--- src/common/lsu_config.svh ---
// Load/store unit width settings

`ifndef LSU_CONFIG_SVH
`define LSU_CONFIG_SVH

// Data word width
`define LSU_DW 32

// Address width
`define LSU_AW 32

// Byte lanes per data word
`define LSU_NB 4

// Lane index bits at the bottom of an address
`define LSU_LANE_W 2

`endif
--- src/common/lsu_pkg.sv ---
// Load/store unit shared types

`include "lsu_config.svh"

package lsu_pkg;

   // Access size, codes as issued by decode
   typedef enum logic [2:0] {
      SZ_BYTE = 3'd1,
      SZ_HALF = 3'd2,
      SZ_WORD = 3'd3
   } lsu_size_e;

   // Opcode bundle from execute
   typedef struct packed {
      logic      load;
      logic      store;
      logic      sign_ext;   // Only meaningful for byte and half loads
      lsu_size_e size;
   } lsu_op_t;

   typedef logic [`LSU_DW-1:0] lsu_word_t;
   typedef logic [`LSU_AW-1:0] lsu_addr_t;
   typedef logic [`LSU_NB-1:0] lsu_mask_t;   // One bit per byte lane

endpackage

--- src/common/lsu_if.sv ---
// Internal LSU request and response links

`timescale 1ns/1ps

// Stage 1 request towards the memory port
interface lsu_req_if;
   import lsu_pkg::*;

   logic      valid;      // Held until done
   logic      misalign;
   lsu_op_t   op;
   lsu_addr_t vaddr;
   lsu_mask_t wmsk;
   lsu_word_t wdat;
   logic      done;       // One cycle, from the port

   modport src (
      output valid,
      output misalign,
      output op,
      output vaddr,
      output wmsk,
      output wdat,
      input  done
   );

   modport dst (
      input  valid,
      input  misalign,
      input  op,
      input  vaddr,
      input  wmsk,
      input  wdat,
      output done
   );
endinterface

// Completed access towards load alignment
interface lsu_rsp_if;
   import lsu_pkg::*;

   logic      valid;      // Single cycle pulse
   logic      ealign;
   lsu_op_t   op;
   lsu_addr_t vaddr;
   lsu_word_t rdat;       // Raw word, zero when misaligned

   modport src (
      output valid,
      output ealign,
      output op,
      output vaddr,
      output rdat
   );

   modport dst (
      input  valid,
      input  ealign,
      input  op,
      input  vaddr,
      input  rdat
   );
endinterface

--- src/hw/lsu/lsu_top.sv ---
// Load/store unit top level

`timescale 1ns/1ps

module lsu_top (
   input  logic                clk,
   input  logic                arst_n,
   input  logic                flush,
   input  logic                ex_valid,
   input  lsu_pkg::lsu_op_t    ex_lsu_opc,
   input  lsu_pkg::lsu_addr_t  add_sum,
   input  lsu_pkg::lsu_word_t  ex_operand2,
   output logic                lsu_stall_req,
   // Memory port
   output logic                mem_req,
   output logic                mem_we,
   output lsu_pkg::lsu_addr_t  mem_addr,
   output lsu_pkg::lsu_mask_t  mem_wmsk,
   output lsu_pkg::lsu_word_t  mem_wdat,
   input  logic                mem_ack,
   input  lsu_pkg::lsu_word_t  mem_rdat,
   // Writeback
   output logic                lsu_valid,
   output logic                lsu_ealign,
   output lsu_pkg::lsu_addr_t  lsu_vaddr,
   output lsu_pkg::lsu_word_t  lsu_dout
);

   lsu_req_if u_req_if ();
   lsu_rsp_if u_rsp_if ();

   lsu_req_stage u_req_stage (
      .clk            (clk),
      .arst_n         (arst_n),
      .flush          (flush),
      .ex_valid       (ex_valid),
      .ex_lsu_opc     (ex_lsu_opc),
      .add_sum        (add_sum),
      .ex_operand2    (ex_operand2),
      .lsu_stall_req  (lsu_stall_req),
      .req            (u_req_if.src)
   );

   lsu_mem_port u_mem_port (
      .clk            (clk),
      .arst_n         (arst_n),
      .req            (u_req_if.dst),
      .rsp            (u_rsp_if.src),
      .mem_req        (mem_req),
      .mem_we         (mem_we),
      .mem_addr       (mem_addr),
      .mem_wmsk       (mem_wmsk),
      .mem_wdat       (mem_wdat),
      .mem_ack        (mem_ack),
      .mem_rdat       (mem_rdat)
   );

   lsu_load_align u_load_align (
      .clk            (clk),
      .arst_n         (arst_n),
      .rsp            (u_rsp_if.dst),
      .lsu_valid      (lsu_valid),
      .lsu_ealign     (lsu_ealign),
      .lsu_vaddr      (lsu_vaddr),
      .lsu_dout       (lsu_dout)
   );

endmodule

--- src/hw/lsu/lsu_load_align.sv ---
// LSU load alignment and writeback register

`timescale 1ns/1ps
`include "lsu_config.svh"

module lsu_load_align (
   input  logic                clk,
   input  logic                arst_n,
   lsu_rsp_if.dst              rsp,
   output logic                lsu_valid,
   output logic                lsu_ealign,
   output lsu_pkg::lsu_addr_t  lsu_vaddr,
   output lsu_pkg::lsu_word_t  lsu_dout
);
   import lsu_pkg::*;

   logic [`LSU_LANE_W-1:0] lane;
   logic [7:0]             byte_sel;
   logic [15:0]            half_sel;
   lsu_word_t              ext;
   lsu_word_t              dout_d;

   assign lane = rsp.vaddr[`LSU_LANE_W-1:0];

   // Lane pick
   assign byte_sel = rsp.rdat[{lane, 3'b000} +: 8];
   assign half_sel = lane[1] ? rsp.rdat[`LSU_DW-1:`LSU_DW/2] : rsp.rdat[`LSU_DW/2-1:0];

   always_comb begin
      case (rsp.op.size)
         SZ_BYTE: ext = {{(`LSU_DW-8){rsp.op.sign_ext & byte_sel[7]}}, byte_sel};
         SZ_HALF: ext = {{(`LSU_DW-16){rsp.op.sign_ext & half_sel[15]}}, half_sel};
         default: ext = rsp.rdat;   // Full word
      endcase
   end

   // Nothing to write back for stores or faults
   assign dout_d = (rsp.op.load && !rsp.ealign) ? ext : '0;

   always_ff @(posedge clk or negedge arst_n) begin
      if (!arst_n) begin
         lsu_valid <= 1'b0;
      end else begin
         lsu_valid <= rsp.valid;
      end
   end

   always_ff @(posedge clk) begin
      if (rsp.valid) begin
         lsu_ealign <= rsp.ealign;
         lsu_vaddr  <= rsp.vaddr;
         lsu_dout   <= dout_d;
      end
   end

   // Size code came through stage 1 untouched
   a_size_legal: assert property (@(posedge clk) disable iff (!arst_n)
      rsp.valid |-> rsp.op.size inside {SZ_BYTE, SZ_HALF, SZ_WORD});

endmodule

--- src/hw/lsu/lsu_mem_port.sv ---
// LSU memory port, four-phase req/ack master

`timescale 1ns/1ps
`include "lsu_config.svh"

module lsu_mem_port (
   input  logic                clk,
   input  logic                arst_n,
   lsu_req_if.dst              req,
   lsu_rsp_if.src              rsp,
   output logic                mem_req,
   output logic                mem_we,
   output lsu_pkg::lsu_addr_t  mem_addr,
   output lsu_pkg::lsu_mask_t  mem_wmsk,
   output lsu_pkg::lsu_word_t  mem_wdat,
   input  logic                mem_ack,
   input  lsu_pkg::lsu_word_t  mem_rdat
);
   import lsu_pkg::*;

   typedef enum logic [1:0] {
      ST_IDLE,
      ST_REQ,    // mem_req high, waiting for ack
      ST_REL,    // req dropped, waiting for ack release
      ST_DONE    // Completion pulse
   } state_e;

   state_e    state_q;
   state_e    state_d;
   lsu_word_t rdat_q;

   always_comb begin
      state_d = state_q;
      case (state_q)
         ST_IDLE: begin
            if (req.valid) begin
               state_d = req.misalign ? ST_DONE : ST_REQ;   // Misaligned skips memory
            end
         end
         ST_REQ: begin
            if (mem_ack) begin
               state_d = ST_REL;
            end
         end
         ST_REL: begin
            if (!mem_ack) begin
               state_d = ST_DONE;
            end
         end
         default: state_d = ST_IDLE;
      endcase
   end

   always_ff @(posedge clk or negedge arst_n) begin
      if (!arst_n) begin
         state_q <= ST_IDLE;
      end else begin
         state_q <= state_d;
      end
   end

   // Read data is valid while ack is high
   always_ff @(posedge clk) begin
      if (state_q == ST_REQ && mem_ack && req.op.load) begin
         rdat_q <= mem_rdat;
      end
   end

   assign mem_req  = (state_q == ST_REQ);
   assign mem_we   = req.op.store;
   assign mem_addr = {req.vaddr[`LSU_AW-1:`LSU_LANE_W], {`LSU_LANE_W{1'b0}}};   // Word address
   assign mem_wmsk = req.wmsk;
   assign mem_wdat = req.wdat;

   assign req.done = (state_q == ST_DONE);

   // Request fields are still held during the done cycle
   assign rsp.valid  = (state_q == ST_DONE);
   assign rsp.ealign = req.misalign;
   assign rsp.op     = req.op;
   assign rsp.vaddr  = req.vaddr;
   assign rsp.rdat   = req.misalign ? '0 : rdat_q;

   // No new request while the previous ack is still up
   a_req_after_release: assert property (@(posedge clk) disable iff (!arst_n)
      $rose(mem_req) |-> !$past(mem_ack));

   a_req_steady: assert property (@(posedge clk) disable iff (!arst_n)
      mem_req && $past(mem_req) |-> $stable({mem_we, mem_addr, mem_wmsk, mem_wdat}));

endmodule

--- src/hw/lsu/lsu_req_stage.sv ---
// LSU stage 1, decode and request register

`timescale 1ns/1ps
`include "lsu_config.svh"

module lsu_req_stage (
   input  logic                clk,
   input  logic                arst_n,
   input  logic                flush,
   input  logic                ex_valid,
   input  lsu_pkg::lsu_op_t    ex_lsu_opc,
   input  lsu_pkg::lsu_addr_t  add_sum,
   input  lsu_pkg::lsu_word_t  ex_operand2,
   output logic                lsu_stall_req,
   lsu_req_if.src              req
);
   import lsu_pkg::*;

   logic [`LSU_LANE_W-1:0] lane;
   logic                   s1_misalign;
   lsu_word_t              s1_wdat;
   lsu_mask_t              s1_wmsk;
   lsu_mask_t              msk_byte;
   lsu_mask_t              msk_half;
   logic                   accept;

   logic                   valid_q;
   logic                   pending_q;   // Writeback cycle after done
   logic                   misalign_q;
   lsu_op_t                op_q;
   lsu_addr_t              vaddr_q;
   lsu_mask_t              wmsk_q;
   lsu_word_t              wdat_q;

   assign lane = add_sum[`LSU_LANE_W-1:0];

   // Natural alignment per size
   assign s1_misalign = (ex_lsu_opc.size == SZ_WORD && lane != '0) ||
                        (ex_lsu_opc.size == SZ_HALF && lane[0]);

   // Store data replicated into every lane it could land in
   always_comb begin
      case (ex_lsu_opc.size)
         SZ_BYTE: s1_wdat = {`LSU_NB{ex_operand2[7:0]}};
         SZ_HALF: s1_wdat = {(`LSU_NB/2){ex_operand2[15:0]}};
         default: s1_wdat = ex_operand2;
      endcase
   end

   assign msk_byte = lsu_mask_t'(1) << lane;   // One-hot lane
   assign msk_half = lane[1] ? lsu_mask_t'(4'b1100) : lsu_mask_t'(4'b0011);

   always_comb begin
      s1_wmsk = '0;   // Loads write nothing
      if (ex_lsu_opc.store) begin
         case (ex_lsu_opc.size)
            SZ_BYTE: s1_wmsk = msk_byte;
            SZ_HALF: s1_wmsk = msk_half;
            SZ_WORD: s1_wmsk = '1;
            default: s1_wmsk = '0;
         endcase
      end
   end

   assign accept = ex_valid & ~flush & ~lsu_stall_req &
                   (ex_lsu_opc.load | ex_lsu_opc.store);

   always_ff @(posedge clk or negedge arst_n) begin
      if (!arst_n) begin
         valid_q   <= 1'b0;
         pending_q <= 1'b0;
      end else begin
         if (accept) begin
            valid_q <= 1'b1;
         end else if (req.done) begin
            valid_q <= 1'b0;
         end
         pending_q <= valid_q & req.done;
      end
   end

   // Request payload, loaded on acceptance
   always_ff @(posedge clk) begin
      if (accept) begin
         op_q       <= ex_lsu_opc;
         vaddr_q    <= add_sum;
         misalign_q <= s1_misalign;
         wmsk_q     <= s1_wmsk;
         wdat_q     <= s1_wdat;
      end
   end

   assign req.valid    = valid_q;
   assign req.misalign = misalign_q;
   assign req.op       = op_q;
   assign req.vaddr    = vaddr_q;
   assign req.wmsk     = wmsk_q;
   assign req.wdat     = wdat_q;

   // Busy from request through the writeback pulse
   assign lsu_stall_req = valid_q | pending_q;

   // Port must not finish a request that is not there
   a_done_valid: assert property (@(posedge clk) disable iff (!arst_n)
      req.done |-> req.valid);

endmodule

--- config.mk ---
export PLATFORM = sky130hd
export DESIGN_NAME = lsu_top
export DESIGN_NICKNAME = d
export VERILOG_FILES = /design/src/common/lsu_pkg.sv /design/src/common/lsu_if.sv /design/src/hw/lsu/lsu_top.sv /design/src/hw/lsu/lsu_load_align.sv /design/src/hw/lsu/lsu_mem_port.sv /design/src/hw/lsu/lsu_req_stage.sv
export VERILOG_INCLUDE_DIRS = /design/src /design/src/common
export SDC_FILE = /design/constraint.sdc
export NUM_CORES = 1
export LEC_CHECK = 0
export ABC_AREA = 1
export BUFFER_PORTS_ARGS = -buffer_cell sky130_fd_sc_hd__buf_2
export CORE_MARGIN = 1
export CORE_UTILIZATION = 51
export DETAILED_ROUTE_END_ITERATION = 12
export PLACE_DENSITY = 0.79
export SYNTH_ARGS = -nofsm -noshare
export SYNTH_HDL_FRONTEND = slang
export SYNTH_HIERARCHICAL = 1
export SYNTH_SLANG_ARGS = --single-unit
export TNS_END_PERCENT = 50
--- constraint.sdc ---
create_clock -name clk -period 7.3 [get_ports clk]
set_input_delay 0.73 -clock clk [delete_from_list [all_inputs] [get_ports clk]]
set_output_delay 0.73 -clock clk [all_outputs]
set_load 0.1 [all_outputs]
[Word level (Yosys, flattened, before mapping)]
Index checks and enable logic that the tools add are counted.
Word-level totals
  register bits after elaboration: 177
  latch bits: 0
  memory bits (writable): 0
  bits in read-only memories: 0
  input bits: 107
  output and inout bits: 137
  logic and storage cells: 63
  memories: 0
Cells by class
  add/sub/neg operators: 0
  $mul: 0
  divide/modulo/power cells: 0
  $lt $le $gt $ge: 0
  equality and inequality tests: 11
  shifts and indexed selects: 2
  mux-type cells: 13
  bitwise gates (word level): 10
  reduce and logical (&&, ||, !) cells: 11
Operators by type and width (number)
  32-bit one-hot mux with 2 select lines: 2
  32-bit 2-to-1 mux: 1
  32-bit by 6-bit variable part select with 8-bit output: 1
  16-bit 2-to-1 mux: 1
  4-bit one-hot mux with 3 select lines: 1
  3-bit by 2-bit == test with 1-bit output, second input constant: 3
  2-bit 2-to-1 mux: 4
  1-bit AND: 6
  3-bit by 1-bit == test with 1-bit output, second input constant: 2
  2-bit one-hot mux with 3 select lines: 1
  1-bit logical AND: 5
  2-bit == test, second input constant: 2
  4-bit 2-to-1 mux: 1
  2-bit != test, second input constant: 2
  2-bit nonzero test: 2
  1-bit by 2-bit left shift with 4-bit output, first input constant: 1
  3-bit AND reduction: 1
  2-bit by 1-bit == test with 1-bit output, second input constant: 1
  2-bit zero test: 1
  1-bit 2-to-1 mux: 2
  2-bit by 1-bit != test with 1-bit output, second input constant: 1
  1-bit inverter: 2
  1-bit OR: 2
  1-bit zero test: 1
  1-bit logical OR: 1

[Longest topological paths before layout]
Gate-level depths: netlist (run 1).
  word-level depth: 5
  depth in mapped cells: 11
  depth with buffers taken out: 9

[Hierarchy]
The synthesis (run 1) kept the hierarchy.
By module, submodules not included
  lsu_load_align: times used 1, cells each 325, area each 3214.3 µm²
  lsu_req_stage: times used 1, cells each 192, area each 2859.0 µm²
  lsu_mem_port: times used 1, cells each 241, area each 2285.9 µm²

[Least setup slack after synthesis (run 1)]
No wires, ideal clock.
  path kind: input to register
  from: in flush
  to: reg u_req_stage.misalign_q, in the netlist u_req_stage/req.misalign (enable)
  setup time: 509 ps
  arrival time: 3992 ps
  data required time: 6791 ps
  setup slack: 2799 ps
  stages on the path: 3
  path buffers: 0
  path through: inv_1 nand3_1 nor2_1
Between the ends
  cells in the longest elaborated chain, start to end: 4
RTL lines
  start, declared: RTL line lsu_top.sv:8  | input logic flush,
  1-bit inverter: RTL line lsu_req_stage.sv:65  | assign accept = ex_valid & ~flush & ~lsu_stall_req &
  1-bit AND (3 in series): RTL line lsu_req_stage.sv:65
  net u_req_stage.accept: RTL line lsu_req_stage.sv:25  | logic accept;
  end signal, assigned: RTL line lsu_req_stage.sv:87  | misalign_q <= s1_misalign;
  end, declared: RTL line lsu_req_stage.sv:29  | logic misalign_q;
The timed path passes the listed nets, and every way through them passes these cells.
A chain may end at the register's enable or synchronous reset.

[Final worst setup path (run 1)]
  from: reg u_req_stage.misalign_q, in the netlist u_req_stage/req.misalign
  to: reg u_load_align.lsu_dout[2] (data pin)
Between the ends
  cells in the longest elaborated chain, start to end: 3
  elaborated cells on any way between the ends: 6
RTL lines
  32-bit 2-to-1 mux: RTL line lsu_mem_port.sv:82  | assign rsp.rdat = req.misalign ? '0 : rdat_q;
  32-bit by 6-bit variable part select with 8-bit output or 16-bit 2-to-1 mux (tied branches): RTL line lsu_load_align.sv:26, lsu_load_align.sv:27
  32-bit one-hot mux with 2 select lines: RTL line lsu_load_align.sv:30  | case (rsp.op.size)
  end signal, assigned: RTL line lsu_load_align.sv:52  | lsu_dout <= dout_d;
  end, declared: RTL line lsu_load_align.sv:13  | output lsu_pkg::lsu_word_t lsu_dout
Parallel ways exist; a longest one is shown, timed or not.

==> results of run 1 <==
==> per-stage QoR <==
step           std cells  setup slack [ps]  total power, mW   util  instance area [sq um]
6_report            1122              4790             3.55  0.593                   9460
5_1_grt             1122              4550             3.68  0.593                   9460
3_5_place_dp        1090              4850             2.72  0.558                   8890
3_3_place_gp        1090              5000             2.70  0.558                   8890
2_1_floorplan        758              2800             2.57      -                   8360
4_1_cts             1122              4800             3.58  0.593                   9460
==> cells in the final DEF, fill, tap and decap left out, drive strengths merged, types with 2 or more instances in the layout <==
cell type,n
a21oi,28
nor3,2
nand3,60
edfxtp,172
clkbuf,17
conb,2
ha,6
nor2,59
o21ai,45
buf,245
clkinv,3
inv,113
dfrtp,5
nand2,142
clkinvlp,3
==> worst max path at each step <==
| stage | start | endpoint | slack (ps) | depth (start not counted) |
|---|---|---|---|---|
| after CTS | u_req_stage/req.misalign | u_load_align/lsu_dout[2] | 4800 | 3 |
| after global routing | u_req_stage/req.misalign | u_load_align/lsu_dout[2] | 4550 | 3 |
| after floorplan | flush | u_req_stage/req.misalign | 2800 | 3 |
| after global placement | u_req_stage/req.misalign | u_load_align/lsu_dout[7] | 5000 | 3 |
| after detailed placement | u_req_stage/req.misalign | u_load_align/lsu_dout[2] | 4850 | 3 |
| final | u_req_stage/req.misalign | u_load_align/lsu_dout[2] | 4790 | 3 |
==> per-layer routing <==
layer | vias up | track usage | wire length [microns]
met3 | 30 | 0.0545 | 1370
li1 | 2654 | - | -
met4 | 0 | 0.0876 | 410
met5 | - | 0 | 0
met1 | 2455 | 0.255 | 6990
met2 | 249 | 0.298 | 7670
==> registers in the layout (all words and copies together), names as in the netlist <==
name                      cells
u_req_stage/req.wdat         32
u_req_stage/req.valid         1
u_load_align/lsu_dout        32
u_mem_port/state_q            2
u_req_stage/req.misalign      1
u_load_align/lsu_ealign       1
u_req_stage/req.op            6
u_mem_port/rdat_q            32
u_load_align/lsu_vaddr       32
u_load_align/lsu_valid        1
u_req_stage/req.vaddr        32
u_req_stage/pending_q         1
u_req_stage/req.wmsk          4
==> worst register-to-register path: cells and delay by family (launching register included) <==
| kind | cells | cell delay [ps] |
|---|---|---|
| AO/OA/AOI/OAI | 1 | 120 |
| flip-flops | 1 | 1120 |
| AND/OR/NAND/NOR | 1 | 360 |
| buffers and inverters | 1 | 630 |
==> power by group through the flow <==
stage,Clock (mW),Sequential (mW),Combinational [mW]
final,0.863,1.38,1.32
after global routing,0.918,1.39,1.37
after CTS,0.883,1.38,1.32
after detailed placement,0,1.40,1.32
after global placement,0,1.39,1.31
after floorplan,0,1.99,0.576
==> cell type report <==
cell class / instances / share of cell area
clock buffers: 17 / 0.0450
clock inverters: 15 / 0.0151
inverters: 104 / 0.0418
multi-input cells: 348 / 0.180
flip-flops and latches: 177 / 0.559
well taps: 216 / 0.0286
repair buffers: 245 / 0.131
==> impl_metrics.ini, run 1 <==
[power_and_ir_drop]
netSwitchingPower_mw = 1.61
max-vdd-ir-drop_uv = 304
power_frac_comb = 0.370
p_int_mw = 1.94
clock_power_share = 0.243
p_sw_frac = 0.454
seq_power_share = 0.387
power_density_nw_per_um2 = 376
leakage_nw = 4.23

[grt]
grt_max_degree = 76
grt_overflow = 0
grt_util_all_layers = 0.193
antenna_found_initial = 0
grt_pass1_vias = 4897
grt_first_pass_wirelength_microns = 24400

[clock_tree]
numCtsBuffers = 17
post_cts_buffers = 0
cts_tree = done
clockRootBuffer = clkbuf_16
cts_max_level = 4
cts.sinks = 177
clk_latency_ps = 430
cts_resized = 0
cts_buffer_depth = 2
holdBufCountCts = 0
path_clk_slew_ps = 70

[sta]
slew_violations = 0
skew_ps = 8.04
finalSetupTns_ps = 0
hold_viol = 0
max_freq_ghz = 0.399
setup_viol_count_final = 0
holdWs_ps = 105
tightest_slew_ps = 1160
post-route-min-period_ps = 2510
slew_headroom = 0.226
grt_setup_unrepaired = no
min_period_over_period = 0.344

[drt]
vias_per_cell = 4.80
drt_iter0_drc = 435
firstDrtPassIters = 5
drt_wl_total_microns = 16400
via_count = 5388
wire_per_inst_microns = 14.7
ant_nets = 0
drc = 0

[critical_path]
worstSetupEndpointType = register
cp_top_family = flip-flops
rr_startpoint = u_req_stage/req.misalign
cp.required_ps = 7440
path_cells = nor2_2 -> inv_1 -> a21oi_1
critPathLaunchType = register
r2r_cells = 3
max_stage_delay_ps = 1120
reg2reg_slack_ps = 4790
crit-reg2reg-capture = u_load_align/lsu_dout[2]
crit_buf_inv = 1
slowest_stage = edfxtp_1
path_max_fanout = 35
cp.arrival_ps = 2650
critPathKind = reg2reg

[floorplan]
core-area_sq_um = 15900
dieArea_sq_um = 16900
fp.dieW_microns = 130
boundaryPins = 244
start_util = 0.524
chipHeight_microns = 130
rows = 46

[placed_design]
hpwl_microns = 11800
place_congestion = 0.861
io_buffer_count = 241

[layout]
n_antenna_cell = 0
fillers = 1337
drive_gt1_frac = 0.350
area_growth_pct = 13.3
nNetsFinal = 1006
multi_input_area_sq_um = 1700
area.sequential_sq_um = 5290

[yosys]
ys_warn_count = 6
syn_inst = 757
synthesis.area_sq_um = 8350
synth_area_per_cell_sq_um = 11.0

[hold_path]
hp-class = in2async

[job]
maxCapViolCount = 0

[run_status]
status = finished, final reports clean
(Power assumes the default switching activity.)
==> run 2: changes to the inputs <==
clock period = 2.35 ns   (was 7.3 ns; I/O delays follow)
==> run 2 against run 1 <==
- via count rose by 5.3%
- sequential power rose to 3.1 times the previous value
- core utilization rose by 5.6 points
- die area did not move
==> impl_metrics.ini, run 2 (same netlist as run 1, synthesis figures left out) <==
[placed_design]
place_congestion = 0.856
dpl_worst_slack_ps = 327
hpwl_microns = 12200
dp.cells = 1097
io_buffer_count = 241

[drt]
drt_iter0_drc = 365
drt_wl_total_microns = 18000
wire_per_inst_microns = 15.0
vias_per_cell = 4.72
firstDrtPassIters = 5
ant_nets = 0
via_count = 5672
drc = 0

[sta]
slew_violations = 0
setup_slack_ps = 277
slew_headroom = 0.638
finalSetupTns_ps = 0
post-route-min-period_ps = 2070
max_freq_ghz = 0.482
setup_viol_count_final = 0
skew_ps = 12.4
tightest_slew_ps = 543
min_period_over_period = 0.882
grt_setup_unrepaired = no
hold_viol = 0

[floorplan]
boundaryPins = 244
core-area_sq_um = 15900
dieArea_sq_um = 16900
fp.dieW_microns = 130
rows = 46
chipHeight_microns = 130
start_util = 0.524

[critical_path]
path_max_fanout = 24
max_stage_delay_ps = 600
cp_top_family = simple AND/OR/NAND/NOR gates
worstSetupEndpointType = register
critPathKind = reg2reg
crit_buf_inv = 0
path_cells = nor2_1 -> nand2_1 -> nand3_2 -> nand4_4 -> a21oi_2
slowest_stage = edfxtp_1
cp.arrival_ps = 2340
critPathLaunchType = register
cp.required_ps = 2620

[job]
maxCapViolCount = 0

[grt]
grt_pass1_vias = 5440
grt_max_degree = 60
grt_first_pass_wirelength_microns = 27100
grt_overflow = 0
antenna_found_initial = 0
grt_util_all_layers = 0.216

[clock_tree]
holdBufCountCts = 73
cts.sinks = 177
cts_resized = 0
cts_buffer_depth = 2
numCtsBuffers = 17
clockRootBuffer = clkbuf_16
post_cts_buffers = 0
path_clk_slew_ps = 70
cts_max_level = 4
clk_latency_ps = 430
cts_tree = done

[power_and_ir_drop]
power_density_nw_per_um2 = 1110
max-vdd-ir-drop_uv = 757
leakage_nw = 4.62

[layout]
nNetsFinal = 1086
fillers = 1226
n_antenna_cell = 0
final_common_cell = buf_2
drive_gt1_frac = 0.329
stdcell_count = 1202
final_cell_mix = buf_2, edfxtp_1, nand2_1
area_growth_pct = 24.0

[hold_path]
hp-class = in2reg

[run_status]
status = finished, final reports clean
==> run 2: cell types whose count changed in the layout (fill, tap and decap cells not counted), sizes merged <==
cell / previous run / this run
buf: 245 / 252
bufinv: 0 / 2
clkinv: 3 / 6
clkinvlp: 3 / 1
dlygate4sd3: 0 / 73
inv: 113 / 110
==> run 2: worst register-to-register path: stages (launching register included) <==
cell      delay, ps
edfxtp_1        600
nor2_1          350
nand2_1         150
nand3_2         150
nand4_4         350
a21oi_2         310
==> run 2: power by group <==
group          switching [mW]  leakage, nW  internal, mW
sequential              0.181         1.66          4.08
clock                    1.33        0.308          1.64
combinational            3.62         2.65         0.679
total                    5.13         4.62          6.41
==> run 2: worst paths after layout <==
kind                                         endpoint  depth (start not counted)                       from  slack, ps
hold / removal                u_req_stage/req.wdat[2]                          1             ex_operand2[2]         20
setup reg to reg            u_load_align/lsu_dout[15]                          5   u_req_stage/req.misalign        280
max in group asynchronous      u_load_align/lsu_valid                          2                     arst_n       2060
setup / recovery            u_load_align/lsu_dout[15]                          5   u_req_stage/req.misalign        280
min in group asynchronous       u_req_stage/pending_q                          2                     arst_n        160
hold reg to reg            u_load_align/lsu_vaddr[30]                          0  u_req_stage/req.vaddr[30]        450
==> run 2: area by class of cell <==
type | instances | area, sq um | share of cell area
flip-flops and latches | 177 | 5290 | 0.511
repair buffers | 325 | 2040 | 0.197
multi-input cells | 348 | 1710 | 0.165
clock buffers | 17 | 425 | 0.0411
inverters | 104 | 395 | 0.0382
well taps | 216 | 270 | 0.0261
clock inverters | 15 | 218 | 0.0210
==> run 2: metal layers <==
metal	GRT usage	vias up	wire length (microns)
li1	-	2813	-
met1	0.281	2586	7580
met2	0.350	247	8840
met3	0.0558	26	1290
met4	0.0766	0	289
met5	0	-	0
==> run 2: per-stage QoR <==
step | cell area (sq um) | util | hold slack, ps | power, mW
after floorplan | 8360 | - | -60.6 | 7.97
after global placement | 8980 | 0.563 | 50.3 | 8.47
after detailed placement | 8980 | 0.563 | 50.9 | 8.53
after CTS | 10400 | 0.649 | 5.53 | 11.6
after global routing | 10400 | 0.649 | 9.98 | 11.9
final | 10400 | 0.649 | 22.7 | 11.5
==> run 3: changes to the inputs <==
ABC_AREA = not set   (was 1)
ABC_CLOCK_PERIOD_IN_PS = 2350   (was not set)
CTS_CLUSTER_SIZE = 10   (was not set)
PLACE_DENSITY = 0.8   (was 0.79)
==> run 3 against run 2 <==
- final area decreased by 7.5%
- first-iteration DRC count decreased by 22%
- synthesized cell count decreased by 35%
- total power increased by 2.5%
- sequential share of layout area increased by 4.1 points
- global-route usage increased by 0.20 points
- critical endpoint is now u_load_align/lsu_dout[12]
- sequential power increased by 2%
==> impl_metrics.ini, run 3 <==
[sta]
grt_setup_unrepaired = no
max_freq_ghz = 0.477
skew_ps = 15.8
holdWs_ps = 26.1
slew_violations = 0
post-route-min-period_ps = 2100
slew_headroom = 0.487
finalSetupTns_ps = 0
hold_viol = 0
tightest_slew_ps = 770
setup_viol_count_final = 0
min_period_over_period = 0.892
setup_slack_ps = 253

[clock_tree]
clockRootBuffer = clkbuf_16
cts.sinks = 177
cts_resized = 0
cts_tree = done
clk_latency_ps = 420
numCtsBuffers = 17
post_cts_buffers = 0
path_clk_slew_ps = 70
holdBufCountCts = 61
cts_max_level = 4
cts_buffer_depth = 2

[grt]
grt_overflow = 0
grt_util_all_layers = 0.218
grt_first_pass_wirelength_microns = 25700
grt_max_degree = 76
antenna_found_initial = 0
grt_pass1_vias = 4882

[power_and_ir_drop]
leakage_nw = 3.87
power_density_nw_per_um2 = 1230
max-vdd-ir-drop_uv = 956

[drt]
drt_wl_total_microns = 16500
drc = 0
drt_iter0_drc = 286
wire_per_inst_microns = 18.4
firstDrtPassIters = 5
via_count = 4728
ant_nets = 0
vias_per_cell = 5.27

[hold_path]
hp-class = in2reg

[placed_design]
dpl_worst_slack_ps = 291
hpwl_microns = 10900
io_buffer_count = 241
place_congestion = 0.822
dp.cells = 802
placed_area_sq_um = 8330

[critical_path]
cp_top_family = flip-flops
cp.arrival_ps = 2250
worstSetupEndpointType = register
slowest_stage = edfxtp_1
path_cells = nor2b_1 -> mux4_2 -> nand2_2 -> nor2_2 -> a221o_1
cp.required_ps = 2510
path_max_fanout = 15
critPathKind = reg2reg
reg2reg_slack_ps = 250
crit_buf_inv = 0
critPathLaunchType = register
max_stage_delay_ps = 640

[run_status]
status = finished, final reports clean

[floorplan]
dieArea_sq_um = 15500
chipHeight_microns = 125
core-area_sq_um = 14600
boundaryPins = 244
start_util = 0.526
fp.dieW_microns = 125
rows = 44

[layout]
final_cell_mix = buf_2, edfxtp_1, dlygate4sd3_1
drive_gt1_frac = 0.431
final_common_cell = buf_2
area_growth_pct = 24.8
n_antenna_cell = 0
nNetsFinal = 814
stdcell_count = 898
final_area_sq_um = 9580

[job]
maxCapViolCount = 0

[yosys]
synth_area_per_cell_sq_um = 15.6
ys_warn_count = 6
syn_inst = 491
synthesis.area_sq_um = 7670
run 3: cell count changes in the layout (fill, tap and decap cells not counted), sizes merged, moves of 33 or more:
| cell | previous run | this run |
|---|---|---|
| nand3 | 60 | 3 |
| nor2b | 0 | 33 |
| o21ai | 45 | 11 |
| nand2 | 142 | 2 |
| inv | 110 | 12 |
| nor2 | 59 | 14 |
run 3: power by group:
group          internal, mW  total (mW)  switching (mW)
combinational         0.693        4.58            3.89
sequential             4.16        4.37           0.210
clock                  1.69        2.87            1.18
run 3: metal layers:
| metal | track usage | vias to the layer above | routed length [microns] |
|---|---|---|---|
| met4 | 0.0744 | 0 | 285 |
| li1 | - | 2147 | - |
| met5 | 0 | - | 0 |
| met2 | 0.367 | 268 | 8600 |
| met1 | 0.263 | 2280 | 6180 |
| met3 | 0.0700 | 33 | 1440 |
run 3: worst paths after layout:
check,start,end,cells past startpoint
setup / recovery,u_req_stage/req.misalign,u_load_align/lsu_dout[12],5
hold / removal,add_sum[21],u_req_stage/req.vaddr[21],1
setup reg to reg,u_req_stage/req.misalign,u_load_align/lsu_dout[12],5
hold reg to reg,u_req_stage/req.vaddr[5],u_load_align/lsu_vaddr[5],0
max in group asynchronous,arst_n,u_req_stage/req.valid,2
min in group asynchronous,arst_n,u_req_stage/pending_q,2
run 3: through the flow:
step,power (mW),util
4_1_cts,11.9,0.654
6_report,11.8,0.656
5_1_grt,12.2,0.656
3_3_place_gp,8.86,0.571
3_5_place_dp,8.94,0.571
2_1_floorplan,8.35,-
run 3: cell type report:
class	instances	area [sq um]
repair buffers	311	1920
clock buffers	18	429
flip-flops and latches	177	5290
clock inverters	14	178
multi-input cells	186	1500
inverters	8	30.0
well taps	184	230
fillers	1002	5010
